===== src/piano_pkg.sv =====
// synthesizer package with the frame layout, widths, envelope gain table and DAC timing
`default_nettype none

package piano_pkg;

    localparam int NOTE_W     = 8;
    localparam int FRAME_BITS = 32;
    localparam int NUM_VOICES = 3;

    localparam logic [15:0] SYNC_WORD = 16'hFFFF;   // arms the receiver

    typedef logic [NOTE_W-1:0] note_t;

    // one received frame seen either as the shift word or as its note fields
    typedef union packed {
        logic [FRAME_BITS-1:0] raw;
        struct packed {
            logic [5:0] pad;
            logic [1:0] count;   // voices requested
            note_t      note3;
            note_t      note2;
            note_t      note1;
        } fields;
    } frame_word_t;

    localparam int ENV_STEPS       = 16;
    localparam int ENV_STEP_CYCLES = 256;

    // bit 7 weighs the whole note and bits 6..0 weigh 1/2 down to 1/128
    // so each value reads directly as the gain in 128ths
    localparam logic [7:0] ENV_GAIN [ENV_STEPS] = '{
        8'd14,  8'd24,  8'd36,  8'd48,    // attack
        8'd128, 8'd112, 8'd100, 8'd92,    // peak and early decay
        8'd84,  8'd76,  8'd64,  8'd52,
        8'd40,  8'd28,  8'd16,  8'd8      // release
    };

    localparam int DAC_BIT_CYCLES  = 8;   // clk cycles per dclk period
    localparam int DAC_HEADER_BITS = 8;
    localparam int DAC_DATA_BITS   = 8;
    localparam int DAC_LOAD_CYCLES = 4;
    localparam int DAC_LDAC_CYCLES = 4;
    localparam int DAC_GAP_CYCLES  = 2;

    typedef enum logic [2:0] {
        HEADER,
        DATA,
        LOAD,
        LDAC,
        GAP
    } dac_phase_t;

endpackage

`default_nettype wire

===== src/piano_top.sv =====
// synthesizer top with the serial note receiver, three envelope voices, mixer and DAC driver
`timescale 1ns/10ps
`default_nettype none

module piano_top
    import piano_pkg::*;
(
    input  logic  clk,
    input  logic  reset,
    input  logic  sck,
    input  logic  sdi,
    output note_t led,
    output logic  dclk,
    output logic  data,
    output logic  load,
    output logic  ldac
);

    note_t                        voice_note   [NUM_VOICES];
    logic [$clog2(ENV_STEPS)-1:0] voice_step   [NUM_VOICES];
    note_t                        voice_shaped [NUM_VOICES];
    logic [NUM_VOICES-1:0]        voice_done;
    logic [1:0]                   voice_count;
    note_t                        mixed;
    logic                         capture;
    logic                         shift;
    logic                         data_en;
    logic                         data_bit;

    spi_frame_rx rx_i (
        .clk         (clk),
        .reset       (reset),
        .sck         (sck),
        .sdi         (sdi),
        .note1       (voice_note[0]),
        .note2       (voice_note[1]),
        .note3       (voice_note[2]),
        .voice_count (voice_count)
    );

    for (genvar v = 0; v < NUM_VOICES; v++)
    begin : g_voice
        envelope_timer timer_i (
            .clk   (clk),
            .reset (reset),
            .note  (voice_note[v]),
            .step  (voice_step[v]),
            .done  (voice_done[v])
        );

        envelope_shaper shaper_i (
            .clk    (clk),
            .reset  (reset),
            .note   (voice_note[v]),
            .step   (voice_step[v]),
            .done   (voice_done[v]),
            .shaped (voice_shaped[v])
        );
    end

    voice_mixer mixer_i (
        .clk         (clk),
        .reset       (reset),
        .shaped1     (voice_shaped[0]),
        .shaped2     (voice_shaped[1]),
        .shaped3     (voice_shaped[2]),
        .done1       (voice_done[0]),
        .done2       (voice_done[1]),
        .done3       (voice_done[2]),
        .voice_count (voice_count),
        .mixed       (mixed)
    );

    dac_frame_fsm fsm_i (
        .clk     (clk),
        .reset   (reset),
        .capture (capture),
        .shift   (shift),
        .dclk    (dclk),
        .load    (load),
        .ldac    (ldac),
        .data_en (data_en)
    );

    dac_shifter shifter_i (
        .clk      (clk),
        .reset    (reset),
        .sample   (mixed),
        .capture  (capture),
        .shift    (shift),
        .data_bit (data_bit)
    );

    assign data = data_en & data_bit;   // header bits go out as zeros
    assign led  = voice_shaped[0];

endmodule

`default_nettype wire


===== src/dac_shifter.sv =====
// DAC data shifter that holds one mixed sample per frame and sends it MSB first
`timescale 1ns/10ps
`default_nettype none

module dac_shifter
    import piano_pkg::*;
(
    input  logic  clk,
    input  logic  reset,
    input  note_t sample,
    input  logic  capture,
    input  logic  shift,
    output logic  data_bit
);

    note_t sreg;

    always_ff @(posedge clk)
    begin
        if (capture)
            sreg <= sample;                       // frame start
        else if (shift)
            sreg <= {sreg[NOTE_W-2:0], 1'b0};
    end

    always_ff @(posedge clk)
    begin
        if (reset)
            data_bit <= 1'b0;
        else if (shift)
            data_bit <= sreg[NOTE_W-1];
    end

endmodule

`default_nettype wire


===== src/dac_frame_fsm.sv =====
// DAC frame sequencer for the header bits, data bits, load pulse, ldac pulse and a short gap
`timescale 1ns/10ps
`default_nettype none

module dac_frame_fsm
    import piano_pkg::*;
(
    input  logic clk,
    input  logic reset,
    output logic capture,
    output logic shift,
    output logic dclk,
    output logic load,
    output logic ldac,
    output logic data_en
);

    dac_phase_t phase;
    dac_phase_t next_phase;
    logic [$clog2(DAC_BIT_CYCLES)-1:0] cyc_cnt;
    logic [$clog2(DAC_DATA_BITS)-1:0]  bit_cnt;
    logic in_bits;
    logic bit_end;
    logic phase_end;

    assign in_bits = (phase == HEADER) || (phase == DATA);
    assign capture = (phase == HEADER) && (bit_cnt == 0) && (cyc_cnt == 0);
    assign shift   = (phase == DATA) && (cyc_cnt == 0);   // next data bit at each bit start

    always_comb
    begin
        bit_end    = 1'b0;
        phase_end  = 1'b0;
        next_phase = HEADER;
        case (phase)
            HEADER:
            begin
                bit_end    = (cyc_cnt == DAC_BIT_CYCLES-1);
                phase_end  = bit_end && (bit_cnt == DAC_HEADER_BITS-1);
                next_phase = DATA;
            end
            DATA:
            begin
                bit_end    = (cyc_cnt == DAC_BIT_CYCLES-1);
                phase_end  = bit_end && (bit_cnt == DAC_DATA_BITS-1);
                next_phase = LOAD;
            end
            LOAD:
            begin
                phase_end  = (cyc_cnt == DAC_LOAD_CYCLES-1);
                next_phase = LDAC;
            end
            LDAC:
            begin
                phase_end  = (cyc_cnt == DAC_LDAC_CYCLES-1);
                next_phase = GAP;
            end
            default:
                phase_end = (cyc_cnt == DAC_GAP_CYCLES-1);   // gap returns to header
        endcase
    end

    always_ff @(posedge clk)
    begin
        if (reset)
        begin
            phase   <= HEADER;
            cyc_cnt <= '0;
            bit_cnt <= '0;
        end
        else if (phase_end)
        begin
            phase   <= next_phase;
            cyc_cnt <= '0;
            bit_cnt <= '0;
        end
        else if (bit_end)
        begin
            cyc_cnt <= '0;
            bit_cnt <= bit_cnt + 1'b1;
        end
        else
            cyc_cnt <= cyc_cnt + 1'b1;
    end

    // pin outputs are registered so dclk rises a cycle after the data bit settles
    always_ff @(posedge clk)
    begin
        if (reset)
        begin
            dclk    <= 1'b0;
            load    <= 1'b1;
            ldac    <= 1'b1;
            data_en <= 1'b0;
        end
        else
        begin
            dclk    <= in_bits && (cyc_cnt != 0) && (cyc_cnt <= DAC_BIT_CYCLES/2);
            load    <= (phase != LOAD);
            ldac    <= (phase != LDAC);
            data_en <= (phase == DATA);
        end
    end

    assert property (@(posedge clk) disable iff (reset) load || ldac);

endmodule

`default_nettype wire


===== src/voice_mixer.sv =====
// three-voice mixer that sums the shaped voices and divides by the voices still sounding
`timescale 1ns/10ps
`default_nettype none

module voice_mixer
    import piano_pkg::*;
(
    input  logic       clk,
    input  logic       reset,
    input  note_t      shaped1,
    input  note_t      shaped2,
    input  note_t      shaped3,
    input  logic       done1,
    input  logic       done2,
    input  logic       done3,
    input  logic [1:0] voice_count,
    output note_t      mixed
);

    logic [1:0] n_done;
    logic [1:0] active;
    logic [9:0] sum;
    logic [9:0] third;

    assign n_done = 2'(done1) + 2'(done2) + 2'(done3);
    assign active = (voice_count > n_done) ? voice_count - n_done : 2'd0;
    assign sum    = 10'(shaped1) + 10'(shaped2) + 10'(shaped3);

    // 1/4 + 1/16 + 1/64 + 1/256 is close enough to 1/3
    assign third = (sum >> 2) + (sum >> 4) + (sum >> 6) + (sum >> 8);

    always_ff @(posedge clk)
    begin
        if (reset)
            mixed <= '0;
        else
        begin
            case (active)
                2'd1:    mixed <= sum[7:0];
                2'd2:    mixed <= sum[8:1];
                2'd3:    mixed <= third[7:0];
                default: mixed <= '0;   // nothing sounding
            endcase
        end
    end

endmodule

`default_nettype wire


===== src/envelope_shaper.sv =====
// envelope shaper that scales a note by the binary-fraction gain of the current step
`timescale 1ns/10ps
`default_nettype none

module envelope_shaper
    import piano_pkg::*;
(
    input  logic                         clk,
    input  logic                         reset,
    input  note_t                        note,
    input  logic [$clog2(ENV_STEPS)-1:0] step,
    input  logic                         done,
    output note_t                        shaped
);

    logic [7:0] gain;
    note_t      scaled;

    // one truncated term per set mask bit where bit k weighs 2^(k-7)
    always_comb
    begin
        gain   = ENV_GAIN[step];
        scaled = '0;
        for (int k = 0; k < NOTE_W; k++)
        begin
            if (gain[k])
                scaled = scaled + (note >> (NOTE_W - 1 - k));
        end
    end

    always_ff @(posedge clk)
    begin
        if (reset)
            shaped <= '0;
        else if (done)
            shaped <= '0;   // voice has died out
        else
            shaped <= scaled;
    end

endmodule

`default_nettype wire


===== src/envelope_timer.sv =====
// per-voice envelope timer that steps through the gain table while the note is held
`timescale 1ns/10ps
`default_nettype none

module envelope_timer
    import piano_pkg::*;
(
    input  logic                         clk,
    input  logic                         reset,
    input  note_t                        note,
    output logic [$clog2(ENV_STEPS)-1:0] step,
    output logic                         done
);

    logic [$clog2(ENV_STEP_CYCLES)-1:0] cyc_cnt;

    always_ff @(posedge clk)
    begin
        if (reset || note == '0)   // a silent note rearms the envelope
        begin
            cyc_cnt <= '0;
            step    <= '0;
            done    <= 1'b0;
        end
        else if (!done)
        begin
            if (cyc_cnt == ENV_STEP_CYCLES-1)
            begin
                cyc_cnt <= '0;
                if (step == ENV_STEPS-1)
                    done <= 1'b1;   // park on the last step
                else
                    step <= step + 1'b1;
            end
            else
                cyc_cnt <= cyc_cnt + 1'b1;
        end
    end

    // finished voices always sit on the last step
    assert property (@(posedge clk) disable iff (reset)
        done |-> (step == ENV_STEPS-1));

endmodule

`default_nettype wire


===== src/spi_frame_rx.sv =====
// serial note receiver that syncs sck/sdi into clk, arms on the sync word and latches frames
`timescale 1ns/10ps
`default_nettype none

module spi_frame_rx
    import piano_pkg::*;
(
    input  logic       clk,
    input  logic       reset,
    input  logic       sck,
    input  logic       sdi,
    output note_t      note1,
    output note_t      note2,
    output note_t      note3,
    output logic [1:0] voice_count
);

    logic [1:0] sck_sync;
    logic [1:0] sdi_sync;
    logic       sck_prev;
    logic       sck_rise;
    logic       armed;
    logic [$clog2(FRAME_BITS):0] bit_cnt;
    frame_word_t shift_word;
    frame_word_t next_word;

    assign sck_rise = sck_sync[1] & ~sck_prev;
    assign next_word.raw = {shift_word.raw[FRAME_BITS-2:0], sdi_sync[1]};

    always_ff @(posedge clk)
    begin
        if (reset)
        begin
            sck_sync <= '0;
            sdi_sync <= '0;
            sck_prev <= 1'b0;
        end
        else
        begin
            sck_sync <= {sck_sync[0], sck};
            sdi_sync <= {sdi_sync[0], sdi};
            sck_prev <= sck_sync[1];
        end
    end

    always_ff @(posedge clk)
    begin
        if (reset)
        begin
            shift_word.raw <= '0;
            armed          <= 1'b0;
            bit_cnt        <= '0;
            note1          <= '0;
            note2          <= '0;
            note3          <= '0;
            voice_count    <= '0;
        end
        else if (sck_rise)
        begin
            shift_word <= next_word;
            if (!armed)
                armed <= (next_word.raw[15:0] == SYNC_WORD);   // counting starts with the next bit
            else if (bit_cnt == FRAME_BITS-1)
            begin
                bit_cnt     <= '0;
                note1       <= next_word.fields.note1;
                note2       <= next_word.fields.note2;
                note3       <= next_word.fields.note3;
                voice_count <= next_word.fields.count;
            end
            else
                bit_cnt <= bit_cnt + 1'b1;
        end
    end

    // the bit counter only moves once armed and wraps at the frame length
    assert property (@(posedge clk) disable iff (reset)
        (bit_cnt <= FRAME_BITS-1) && (armed || bit_cnt == 0));

endmodule

`default_nettype wire


===== config.mk =====
export PLATFORM = sky130hd
export DESIGN_NAME = piano_top
export DESIGN_NICKNAME = d
export VERILOG_FILES = /design/src/piano_pkg.sv /design/src/piano_top.sv /design/src/dac_shifter.sv /design/src/dac_frame_fsm.sv /design/src/voice_mixer.sv /design/src/envelope_shaper.sv /design/src/envelope_timer.sv /design/src/spi_frame_rx.sv
export SDC_FILE = /design/constraint.sdc
export NUM_CORES = 1
export LEC_CHECK = 0
export ABC_AREA = 1
export BUFFER_PORTS_ARGS = -buffer_cell sky130_fd_sc_hd__buf_2
export CAP_MARGIN = 25
export CORE_AREA = 3 3 152 154
export DETAILED_ROUTE_END_ITERATION = 10
export DIE_AREA = 0 0 155 157
export GPL_ROUTABILITY_DRIVEN = 0
export PLACE_DENSITY = 0.8
export SLEW_MARGIN = 20
export SYNTH_ARGS = -nofsm -noshare
export SYNTH_HDL_FRONTEND = slang
export SYNTH_SLANG_ARGS = --single-unit

===== constraint.sdc =====
create_clock -name clk -period 6.49 [get_ports clk]
set_input_delay 0.3245 -clock clk [delete_from_list [all_inputs] [get_ports clk]]
set_output_delay 0.3245 -clock clk [all_outputs]
set_load 0.02 [all_outputs]

=== Word-level counts from Yosys, hierarchy flattened ===
Memories as Yosys holds them, arrays and structs flattened.
Cells that the tools add are included.

* Register bits: 156
* Memory bits (read-only): 384
* Input port bits: 4
* Output and inout bits: 12
* Word-level logic and storage cells: 191
* Memories kept: 3

* Add/subtract/negate cells: 38
* Magnitude comparators: 5
* Equal/unequal tests: 20
* Mux-type cells: 51
* Bitwise logic cells: 12
* Reduce and logical (&&, ||, !) cells: 30

{| class="wikitable"
|+ Memory list
! memory !! depth !! width !! read ports !! clocked after memory_dff !! wr ports !! RTL line !! RTL
|-
| (name not given) || 16 || 8 || 1 || 0 || 0 || envelope_shaper.sv:22 || <nowiki>gain = ENV_GAIN[step];</nowiki>
|-
| (name not given) || 16 || 8 || 1 || 0 || 0 || envelope_shaper.sv:22 ||
|-
| (name not given) || 16 || 8 || 1 || 0 || 0 || envelope_shaper.sv:22 ||
|}

{| class="wikitable"
|+ Operators by type and width
! operator !! count
|-
| $mux 8 || 32
|-
| $add 8x2->8 || 4
|-
| $add 8x4->8 || 4
|-
| $add 8x6->8 || 4
|-
| $add 8x1->8 const B || 3
|-
| $add 8x3->8 || 3
|-
| $add 8x5->8 || 3
|-
| $add 8x7->8 || 3
|-
| $add 8x8->8 || 3
|-
| $eq 8x8->1 const B || 3
|-
| $logic_not 8->1 || 3
|-
| $pmux 8 s3 || 1
|-
| $eq 16x16->1 const B || 1
|-
| $ge 5x5->1 const B || 3
|-
| $not 4->5 || 3
|-
| $mux 1 || 14
|-
| $add 4x1->4 const B || 3
|-
| $eq 4x4->1 const B || 3
|-
| $pmux 3 s4 || 1
|-
| $reduce_and 3->1 || 4
|-
| $reduce_or 2->1 || 6
|-
| $add 10x8->10 || 1
|-
| $add 8x8->9 || 1
|-
| $eq 3x2->1 const B || 3
|-
| 25 further kinds || 47
|}

=== Depth between registers and ports, before layout ===
Gate-level depths: netlist (run 1).

* Depth in word-level cells: 19
* Gate-level depth with buffers: 53
* Mapped depth without buffers: 53

=== By module ===
A second synthesis (run 1) with hierarchy kept.

* Cell total of the unflattened synthesis: 2025
* Area total of the unflattened synthesis: 13782.0 um^2

{| class="wikitable"
|+ Modules (own cells, without submodules)
! module !! instances !! cells an instance !! area an instance (um^2) !! seq. area each (um^2)
|-
| spi_frame_rx || 1 || 318 || 2449.8 || 1261.2
|-
| envelope_shaper (g_voice[0].shaper_i) || 1 || 350 || 2218.4 || 160.2
|-
| envelope_shaper (g_voice[2].shaper_i) || 1 || 345 || 2178.3 || 160.2
|-
| envelope_timer || 3 || 108 || 721.9 || 260.2
|-
| envelope_shaper (g_voice[1].shaper_i) || 1 || 355 || 2143.3 || 160.2
|-
| voice_mixer || 1 || 211 || 1605.3 || 160.2
|-
| dac_frame_fsm || 1 || 79 || 623.1 || 260.2
|-
| dac_shifter || 1 || 41 || 390.4 || 260.2
|-
| piano_top || 1 || 2 || 7.5 || 0.0
|}

=== Least setup slack after synthesis (run 1) ===
Ideal clock, no wire load.

* Path kind: register to register
* Start: reg g_voice[2].timer_i.step[0]
* End: reg g_voice[2].shaper_i.shaped[7]
* Library setup time: 0.113 ns
* Data arrival time: 6.409 ns
* Slack: -0.032 ns
* Cell stages (with the launch flop): 50
* Path buffers: 0
* Period minus slack after synthesis: 6.522 ns
* Cell sequence: dfxtp_1 inv_1 ha_1 inv_1 nor2_1 nand2_1 nor2_1 ha_1 inv_1 fa_1 inv_1 nand3_1 nand2_1 inv_1 fa_1 xor2_1 nand2_1 nand2_1 (+14 left out) ha_1 nand2_1 inv_1 nand4_1 nand3_1 xor2_1 nand2_1 and2_1 ha_1 inv_1 nor3_1 nand2_1 o211ai_1 a21oi_1 o21ai_0 nand2_1 nand2_1 nor2_1

* Cells in the longest elaborated chain, start to end: 19

{| class="wikitable"
|+ RTL lines
! what !! RTL line !! RTL
|-
| from (decl) || envelope_timer.sv:11 || <nowiki>output logic [$clog2(ENV_STEPS)-1:0] step,</nowiki>
|-
| from (signal assigned) || envelope_timer.sv:33 || <nowiki>step <= step + 1'b1;</nowiki>
|-
| $not 4->5 (not written as such) * || envelope_shaper.sv:22 ||
|-
| $mem_v2 16x8 * || -- ||
|-
| $mux 8 (not written as such) * (2 in a row) || envelope_shaper.sv:22 ||
|-
| $mux 1 || envelope_shaper.sv:26 || <nowiki>if (gain[k])</nowiki>
|-
| $add 8x2->8 || envelope_shaper.sv:27 || <nowiki>scaled = scaled + (note >> (NOTE_W - 1 - k));</nowiki>
|-
| $mux 8 || envelope_shaper.sv:26 ||
|-
| $add 8x3->8 || envelope_shaper.sv:27 ||
|-
| $mux 8 || envelope_shaper.sv:26 ||
|-
| (+2 left out) || -- ||
|-
| $add 8x5->8 || envelope_shaper.sv:27 ||
|-
| $mux 8 || envelope_shaper.sv:26 ||
|-
| $add 8x6->8 || envelope_shaper.sv:27 ||
|-
| $mux 8 || envelope_shaper.sv:26 ||
|-
| $add 8x7->8 || envelope_shaper.sv:27 ||
|-
| $mux 8 || envelope_shaper.sv:26 ||
|-
| $add 8x8->8 || envelope_shaper.sv:27 ||
|-
| $mux 8 * || envelope_shaper.sv:26 ||
|-
| to (signal assigned) || envelope_shaper.sv:38 || <nowiki>shaped <= scaled;</nowiki>
|-
| to (decl) || envelope_shaper.sv:13 || <nowiki>output note_t shaped</nowiki>
|}

Mark *: on every way between the ends. The rest lies on a longest branch, timed or not. The select of a mux whose other input is x is not followed.
A chain may end at the register's enable or synchronous reset.

=== Worst setup path after layout (run 1) ===
* Start: reg g_voice[2].timer_i.step[1]
* End: reg g_voice[2].shaper_i.shaped[5]

Same word-level chain as after synthesis.

==> key figures, run 1 <==
Logic synthesis
  – Largest family of logic cells by synthesized area: simple AND/OR/NAND/NOR gates
  – Sequential share of the synthesized area: 24.9%
  – Synthesized area per cell: 6.86 um^2
  – Synth Area in Adders: 19.2%
  – Ys Warns: 0
  – Post-synthesis compound-gate area fraction: 12.1%
  – Asr flop ratio synth: 0%
  – Number of synthesized flops with an enable pin: 8
  – Mapped cell area: 12900 um^2
  – Post-synth net total: 2063
  – Synth Instances: 1878
  – Post-synthesis simple-gate area fraction: 29.7%
  – Synth Area in XOR/XNOR: 3.60%
  – Post-synthesis mux area share: 0.612%
  – Post-synthesis register bit count: 156
  – Ys flop type: dfxtp_1
  – Yosys cell types: 47

Layout
  – Filler Cells Inserted: 1589
  – Layout area overhead: 23.1%
  – Ratio of cells with drive above 1 in the final layout: 21.9%
  – Diode count: 0
  – Area of the multi-input gates: 9500 um^2
  – # nets final: 2203
  – Non-filler instance count after layout: 2311
  – Reg area: 3210 um^2

Critical path
  – Critical path origin: g_voice[2].timer_i.step[1]
  – Worst-path fanout max: 4
  – Crit-path slowest cell: fa_1
  – Most Frequent Cell on Critical Path: buf_4
  – Reg-to-reg critical path startpoint: g_voice[2].timer_i.step[1]
  – CP required: 6810 ps
  – Max incr delay on CP: 400 ps
  – Startpoint Class: flop
  – Worst Setup End Kind: flop
  – Crit path arrival time: 6890 ps
  – CP Class: reg -> reg

Min path
  – Hold wc startpoint: sdi
  – Hold crit path type: in -> reg

Timing
  – WHS: 143 ps
  – Final Cycle Share: 101%
  – RSZ-0062 raised after global routing: yes
  – Worst slew pin tran: 855 ps
  – Max Freq: 152 MHz
  – Setup TNS: -152 ps
  – Final setup margin: -77.9 ps
  – Final Skew: 8.83 ps
  – Max-slew headroom: 42.5%
  – Setup violators final: 3
  – Final hold viol count: 0
  – Fin crit period: 6570 ps
  – Fin. max-slew vios: 0

Global route
  – Tot GR Track Use: 25.9%
  – M3 GR Usage: 3.55%
  – Met2 GRT Util: 45.8%
  – First-pass GRT wire length: 53700 um
  – M1 GR Usage: 32.9%
  – Vias in the first global route: 12000
  – GRT busiest layer: met2
  – Gr ovfl total: 0
  – Largest net degree at the start of global routing: 66
  – Initial antenna violation count: 0

Job
  – Total of max-cap violations: 0

Floorplanning
  – Row cnt: 54
  – I/O pin count: 16
  – Initial core utilization: 59.0%
  – Core box area: 21800 um^2
  – Chip Height: 157 um
  – Die width: 155 um
  – Die Area: 24300 um^2

Clock network
  – CTS tree: yes
  – H-Tree Depth: 4
  – Max Buffers Root-to-Sink: 2
  – Sink Count: 156
  – Root buf cell: clkbuf_16
  – Worst-skew pair later-pin latency: 430 ps
  – TritonCTS buffer count: 17
  – Clk pin slew, worst setup/hold paths: 70 ps

Power and ir drop
  – Power density cells: 131 nW/um^2
  – Peak supply drop: 0.179 mV
  – Leakage: 8.00 nW

Place
  – Placed cell count: 2228
  – Pre-CTS WS: -268 ps
  – Post-DP HPWL: 21900 um
  – Port Buf Inserts: 15

Run status
  – Status: complete, but fails checks
  – Failing checks: negative setup slack

Detailed routing
  – 1st-iter DRT viols: 1122
  – Antenna Nets Post-Route: 0
  – Via count: 12900
  – Detail-routed via count per cell: 5.58
  – Routed WL: 33900 um
  – DRC viols: 0
  – Initial DRT Pass Iterations: 7
  – Routed WL per cell: 14.7 um
[sequential cells by signal (all words and copies together) (netlist names), 6 cells and up]
| register | cells |
|---|---|
| g_voice.shaper_i.shaped | 24 |
| g_voice.timer_i.cyc_cnt | 24 |
| g_voice.timer_i.step | 12 |
| mixer_i.mixed | 8 |
| rx_i.bit_cnt | 6 |
| rx_i.note1 | 8 |
| rx_i.note2 | 8 |
| rx_i.note3 | 8 |
| rx_i.shift_word | 25 |
| shifter_i.sreg | 8 |
[worst max-delay path: cells and delay by family, from the launching register on]
kind                     cells  cell delay (ps)
AO/OA/AOI/OAI                4              500
AND/OR/NAND/NOR             17             1680
flip-flops                   1              320
buffers and inverters       16             1480
XOR/XNOR                     4              570
adder cells (fa/ha/maj)      7             1890
[logic make-up after synthesis]
| group | Yosys count |
|---|---|
| buf+inv | 321 |
| mux | 7 |
| flops | 156 |
| simple gates | 875 |
| fa+ha+maj | 181 |
| xor+xnor | 53 |
| compound gates | 285 |
[report_power, final]
| part | switching, mW | internal (mW) |
|---|---|---|
| registers | 0.0119 | 0.988 |
| clock network | 0.443 | 0.581 |
| logic | 0.0408 | 0.0204 |
[area by class of cell]
| cell class | instances | share of cell area, % |
|---|---|---|
| multi-input cells | 1401 | 59.9 |
| flip-flops and latches | 156 | 20.2 |
| inverters | 294 | 7.07 |
| repair buffers | 148 | 6.81 |
| clock buffers | 17 | 2.68 |
| well taps | 280 | 2.21 |
| clock inverters | 15 | 1.12 |
[cell usage in the layout (no fill, tap or decap), types with 6 or more instances in the layout]
master / n
and2_1: 10
nand4_1: 26
o211ai_1: 9
fa_1: 18
o21ai_0: 80
inv_2: 30
or2_2: 18
nor2_1: 162
nand3b_1: 8
buf_2: 15
mux2_2: 7
ha_2: 6
a21oi_2: 24
fa_2: 10
nor2_2: 6
nand2_2: 35
buf_4: 131
a21oi_1: 102
nor2_4: 7
nor3_1: 16
and2_4: 8
nand2_1: 390
nand3_1: 144
ha_1: 104
o21ai_1: 23
a21oi_4: 7
inv_4: 7
edfxtp_1: 8
dfxtp_1: 145
a31oi_1: 6
xor2_1: 32
inv_1: 256
clkbuf_16: 17
ha_4: 43
o21ai_2: 15
nand3_2: 20
xnor2_1: 19
[layer usage]
metal	part of all wire, %	wire [um]
met5	0	0
met4	2.8	959
met3	5.1	1730
met2	49	16700
met1	43	14500
[what timing repair did]
| action | in CTS | in global routing |
|---|---|---|
| endpoints found under the setup margin | 12 | 15 |
| pin swaps | 28 | 115 |
| hold buffers | 0 | 0 |
| setup buffers | 36 | 16 |
| gates resized for setup | 56 | 183 |
[cells in the mapped netlist, types with 6 or more instances]
cell type / number / area (um^2)
nand2_1: 422 / 1580
a31oi_1: 7 / 43.8
a21oi_1: 124 / 621
edfxtp_1: 8 / 240
inv_2: 8 / 30.0
and2_1: 18 / 113
o211ai_1: 9 / 67.6
mux2_2: 7 / 78.8
xor2_1: 34 / 298
a21oi_2: 9 / 78.8
nand3_1: 167 / 836
nand4_1: 26 / 163
ha_1: 153 / 1910
xnor2_1: 19 / 166
clkbuf_1: 14 / 52.6
dfxtp_1: 148 / 2960
buf_6: 6 / 67.6
nor3_1: 19 / 95.1
or2_2: 20 / 125
nor2_1: 169 / 634
o21ai_0: 91 / 455
o21ai_1: 21 / 105
o21ai_2: 8 / 70.1
nand3b_1: 8 / 60.1
inv_1: 283 / 1060
fa_1: 28 / 561
[path summary, 6_finish.rpt]
kind / to / slack (ps) / cells past startpoint
setup / recovery: g_voice[2].shaper_i.shaped[5] / -80 / 48
hold / removal: rx_i.sdi_sync[0] / 140 / 3
setup reg to reg: g_voice[2].shaper_i.shaped[5] / -80 / 48
hold reg to reg: rx_i.sdi_sync[1] / 410 / 2
[metrics by stage]
step / area [um^2] / util (%) / total power, mW
floorplan: 12900 / - / 1.06
detailed placement: 13800 / 63.1 / 1.08
global placement: 13800 / 63.1 / 1.08
global route: 15900 / 72.7 / 2.15
finish: 15900 / 72.7 / 2.09
CTS: 15000 / 68.6 / 2.09
(Power assumes the default switching activity.)
==> run 2, diff against run 1 <==
--- a/config.mk
+++ b/config.mk
@@ -8,9 +8,9 @@
 export ABC_AREA = 1
 export BUFFER_PORTS_ARGS = -buffer_cell sky130_fd_sc_hd__buf_2
 export CAP_MARGIN = 25
-export CORE_AREA = 3 3 152 154
+export CORE_AREA = 2 2 151 153
 export DETAILED_ROUTE_END_ITERATION = 10
-export DIE_AREA = 0 0 155 157
+export DIE_AREA = 0 0 153 155
 export GPL_ROUTABILITY_DRIVEN = 0
 export PLACE_DENSITY = 0.8
 export SLEW_MARGIN = 20
==> run 2 against run 1 <==
  * The flow still finishes with violations (negative setup slack)
  * Critical path depth grew 2
  * Cell area shrank 1.3%
  * Die area shrank 2.5%
  * Final cell count shrank 0.43%
  * Total power grew 1.3%
  * Count of clock-buffer cells in the layout grew 2
  * First-iteration DRC count shrank 30%
  * Wire length shrank 0.92%
  * Sequential cell count is the same
  * Sequential power is essentially flat
  * Critical path type unchanged
  * Largest cell class unchanged
  * Highest routed layer is now met5
==> key figures, run 2 (synthesis gave the netlist of run 1 again) <==
Run status
  – Status: complete, but fails checks
  – Failing checks: negative setup slack

Clock network
  – Max Buffers Root-to-Sink: 2 (unchanged)
  – H-Tree Depth: 4 (unchanged)
  – Clk pin slew, worst setup/hold paths: 70 ps (about the same)
  – CTS tree: yes
  – Root buf cell: clkbuf_16
  – Worst-skew pair later-pin latency: 430 ps (about the same)
  – TritonCTS buffer count: 17 (unchanged)
  – Sink Count: 156 (unchanged)

Timing
  – Final setup margin: -122 ps (-43.9 ps)
  – RSZ-0062 raised after global routing: yes
  – Final Skew: 10.7 ps (+1.85 ps)
  – Max-slew headroom: 43.0% (+0.46 points)
  – Setup TNS: -122 ps (+29.8 ps)
  – Fin crit period: 6610 ps (+43.9 ps)
  – Max Freq: 151 MHz (-0.66%)
  – Final hold viol count: 0 (unchanged)
  – Worst slew pin tran: 854 ps (-1.09 ps)
  – Final Cycle Share: 102% (+0.68 points)
  – Fin. max-slew vios: 0 (unchanged)
  – WHS: 115 ps (-27.5 ps)
  – Setup violators final: 1 (-2)

Global route
  – Vias in the first global route: 12000 (+0.27%)
  – Largest net degree at the start of global routing: 59 (-11%)
  – First-pass GRT wire length: 52600 um (-2.0%)
  – Tot GR Track Use: 26.1% (+0.28 points)
  – Initial antenna violation count: 2 (+2)
  – Gr ovfl total: 0 (unchanged)

Layout
  – Area of the multi-input gates: 9390 um^2 (-1.2%)
  – Largest Register: rx_i.shift_word
  – Most frequent cells in the layout: nand2_1, inv_1, nor2_1, nand3_1, dfxtp_1
  – Diode count: 0 (unchanged)
  – Largest register FFs: 25 (unchanged)
  – # nets final: 2188 (-0.68%)
  – Filler Cells Inserted: 1629 (+2.5%)
  – Largest regs: rx_i.shift_word: 25 flops, g_voice.shaper_i.shaped: 24 flops, g_voice.timer_i.cyc_cnt: 24 flops
  – Reg area: 3210 um^2 (+0.12%)
  – Ratio of cells with drive above 1 in the final layout: 21.1% (-0.78 points)
  – Layout area overhead: 21.6%
  – Final std cell area, no fill: 15700 um^2 (-1.3%)
  – Most common cell after layout, fill and taps aside: nand2_1

Detailed routing
  – 1st-iter DRT viols: 791 (-30%)
  – Antenna Nets Post-Route: 0 (unchanged)
  – Routed WL per cell: 14.6 um (-0.49%)
  – DRC viols: 0 (unchanged)
  – Routed WL: 33600 um (-0.92%)
  – Via count: 12800 (-0.89%)
  – Detail-routed via count per cell: 5.56 (-0.46%)
  – Initial DRT Pass Iterations: 5 (-2)

Power and ir drop
  – Leakage: 7.98 nW (-0.26%)
  – Power density cells: 135 nW/um^2 (+2.7%)
  – Peak supply drop: 0.245 mV (+37%)

Floorplanning
  – Initial core utilization: 58.0% (-1.1 points)
  – Core box area: 22200 um^2 (+1.9%)
  – Die width: 153 um (-1.3%)
  – I/O pin count: 16 (unchanged)
  – Chip Height: 155 um (-1.3%)
  – Row cnt: 55 (+1.9%)
  – Die Area: 23700 um^2 (-2.5%)

Critical path
  – Max incr delay on CP: 440 ps (+40 ps)
  – Startpoint Class: flop
  – Worst Setup End Kind: flop
  – Crit path arrival time: 6940 ps (+50 ps)
  – Reg2reg setup slack: -120 ps (-40 ps)
  – Most Frequent Cell on Critical Path: nand2_1
  – CP required: 6810 ps (about the same)
  – Crit-path slowest cell: fa_1
  – CP Class: reg -> reg
  – Worst-path fanout max: 4 (unchanged)

Place
  – Post-DP HPWL: 22800 um (+4.2%)
  – Port Buf Inserts: 15 (unchanged)
  – Area after DPL: 13800 um^2 (about the same)

Min path
  – Hold crit path type: in -> reg

Job
  – Total of max-cap violations: 0 (unchanged)
==> run 2: critical path, delay by kind of cell (launching register included) <==
kind / cells / cell delay, ps
XOR/XNOR: 2 / 290
AND/OR/NAND/NOR: 21 / 1940
buffers and inverters: 16 / 1410
adder cells (fa/ha/maj): 7 / 1890
AO/OA/AOI/OAI: 4 / 610
flip-flops: 1 / 330
==> run 2: worst paths after layout <==
| check | start | to | depth (start not counted) |
|---|---|---|---|
| worst min register to register | rx_i.sck_sync[0] | rx_i.sck_sync[1] | 2 |
| worst max-delay path | g_voice[2].timer_i.step[1] | g_voice[2].shaper_i.shaped[7] | 50 |
| worst max register to register | g_voice[2].timer_i.step[1] | g_voice[2].shaper_i.shaped[7] | 50 |
| worst min-delay path | sck | rx_i.sck_sync[0] | 3 |
==> run 2: power breakdown <==
group          switching, mW  internal, mW
Combinational         0.0407        0.0205
Clock                  0.447         0.606
Sequential            0.0117         0.988
Total                  0.499          1.61
==> run 2: final cells by class <==
cell class,instances,area share [%]
clock buffers,19,2.89
clock inverters,13,1.09
inverters,294,7.13
multi-input cells,1401,59.9
flip-flops and latches,156,20.5
well taps,285,2.28
repair buffers,133,6.18
==> run 2: timing repair <==
action                     4_1_cts  5_1_grt
pin swaps                       15      130
hold buffers                     0        0
setup endpoints to repair       12       15
resized for setup               58      170
setup buffers                   11       27
==> run 2: metal layers <==
layer  up-vias  GRT usage [%]  wire, um
met1      5951           31.8     14100
met5         -              0        23
met2       356           46.2     16700
met4         4           11.2      1280
met3       122           3.87      1450
li1       6355              -         -
==> run 2: through the flow <==
stage	setup WS, ps	instances	util, %	power, mW
6_report	-122	2301	70.5	2.11
5_1_grt	-552	2301	70.5	2.18
4_1_cts	-62.7	2274	66.4	2.12
3_5_place_dp	-342	2231	61.9	1.08
3_3_place_gp	-109	2231	61.9	1.08
2_1_floorplan	25.0	1878	-	1.06
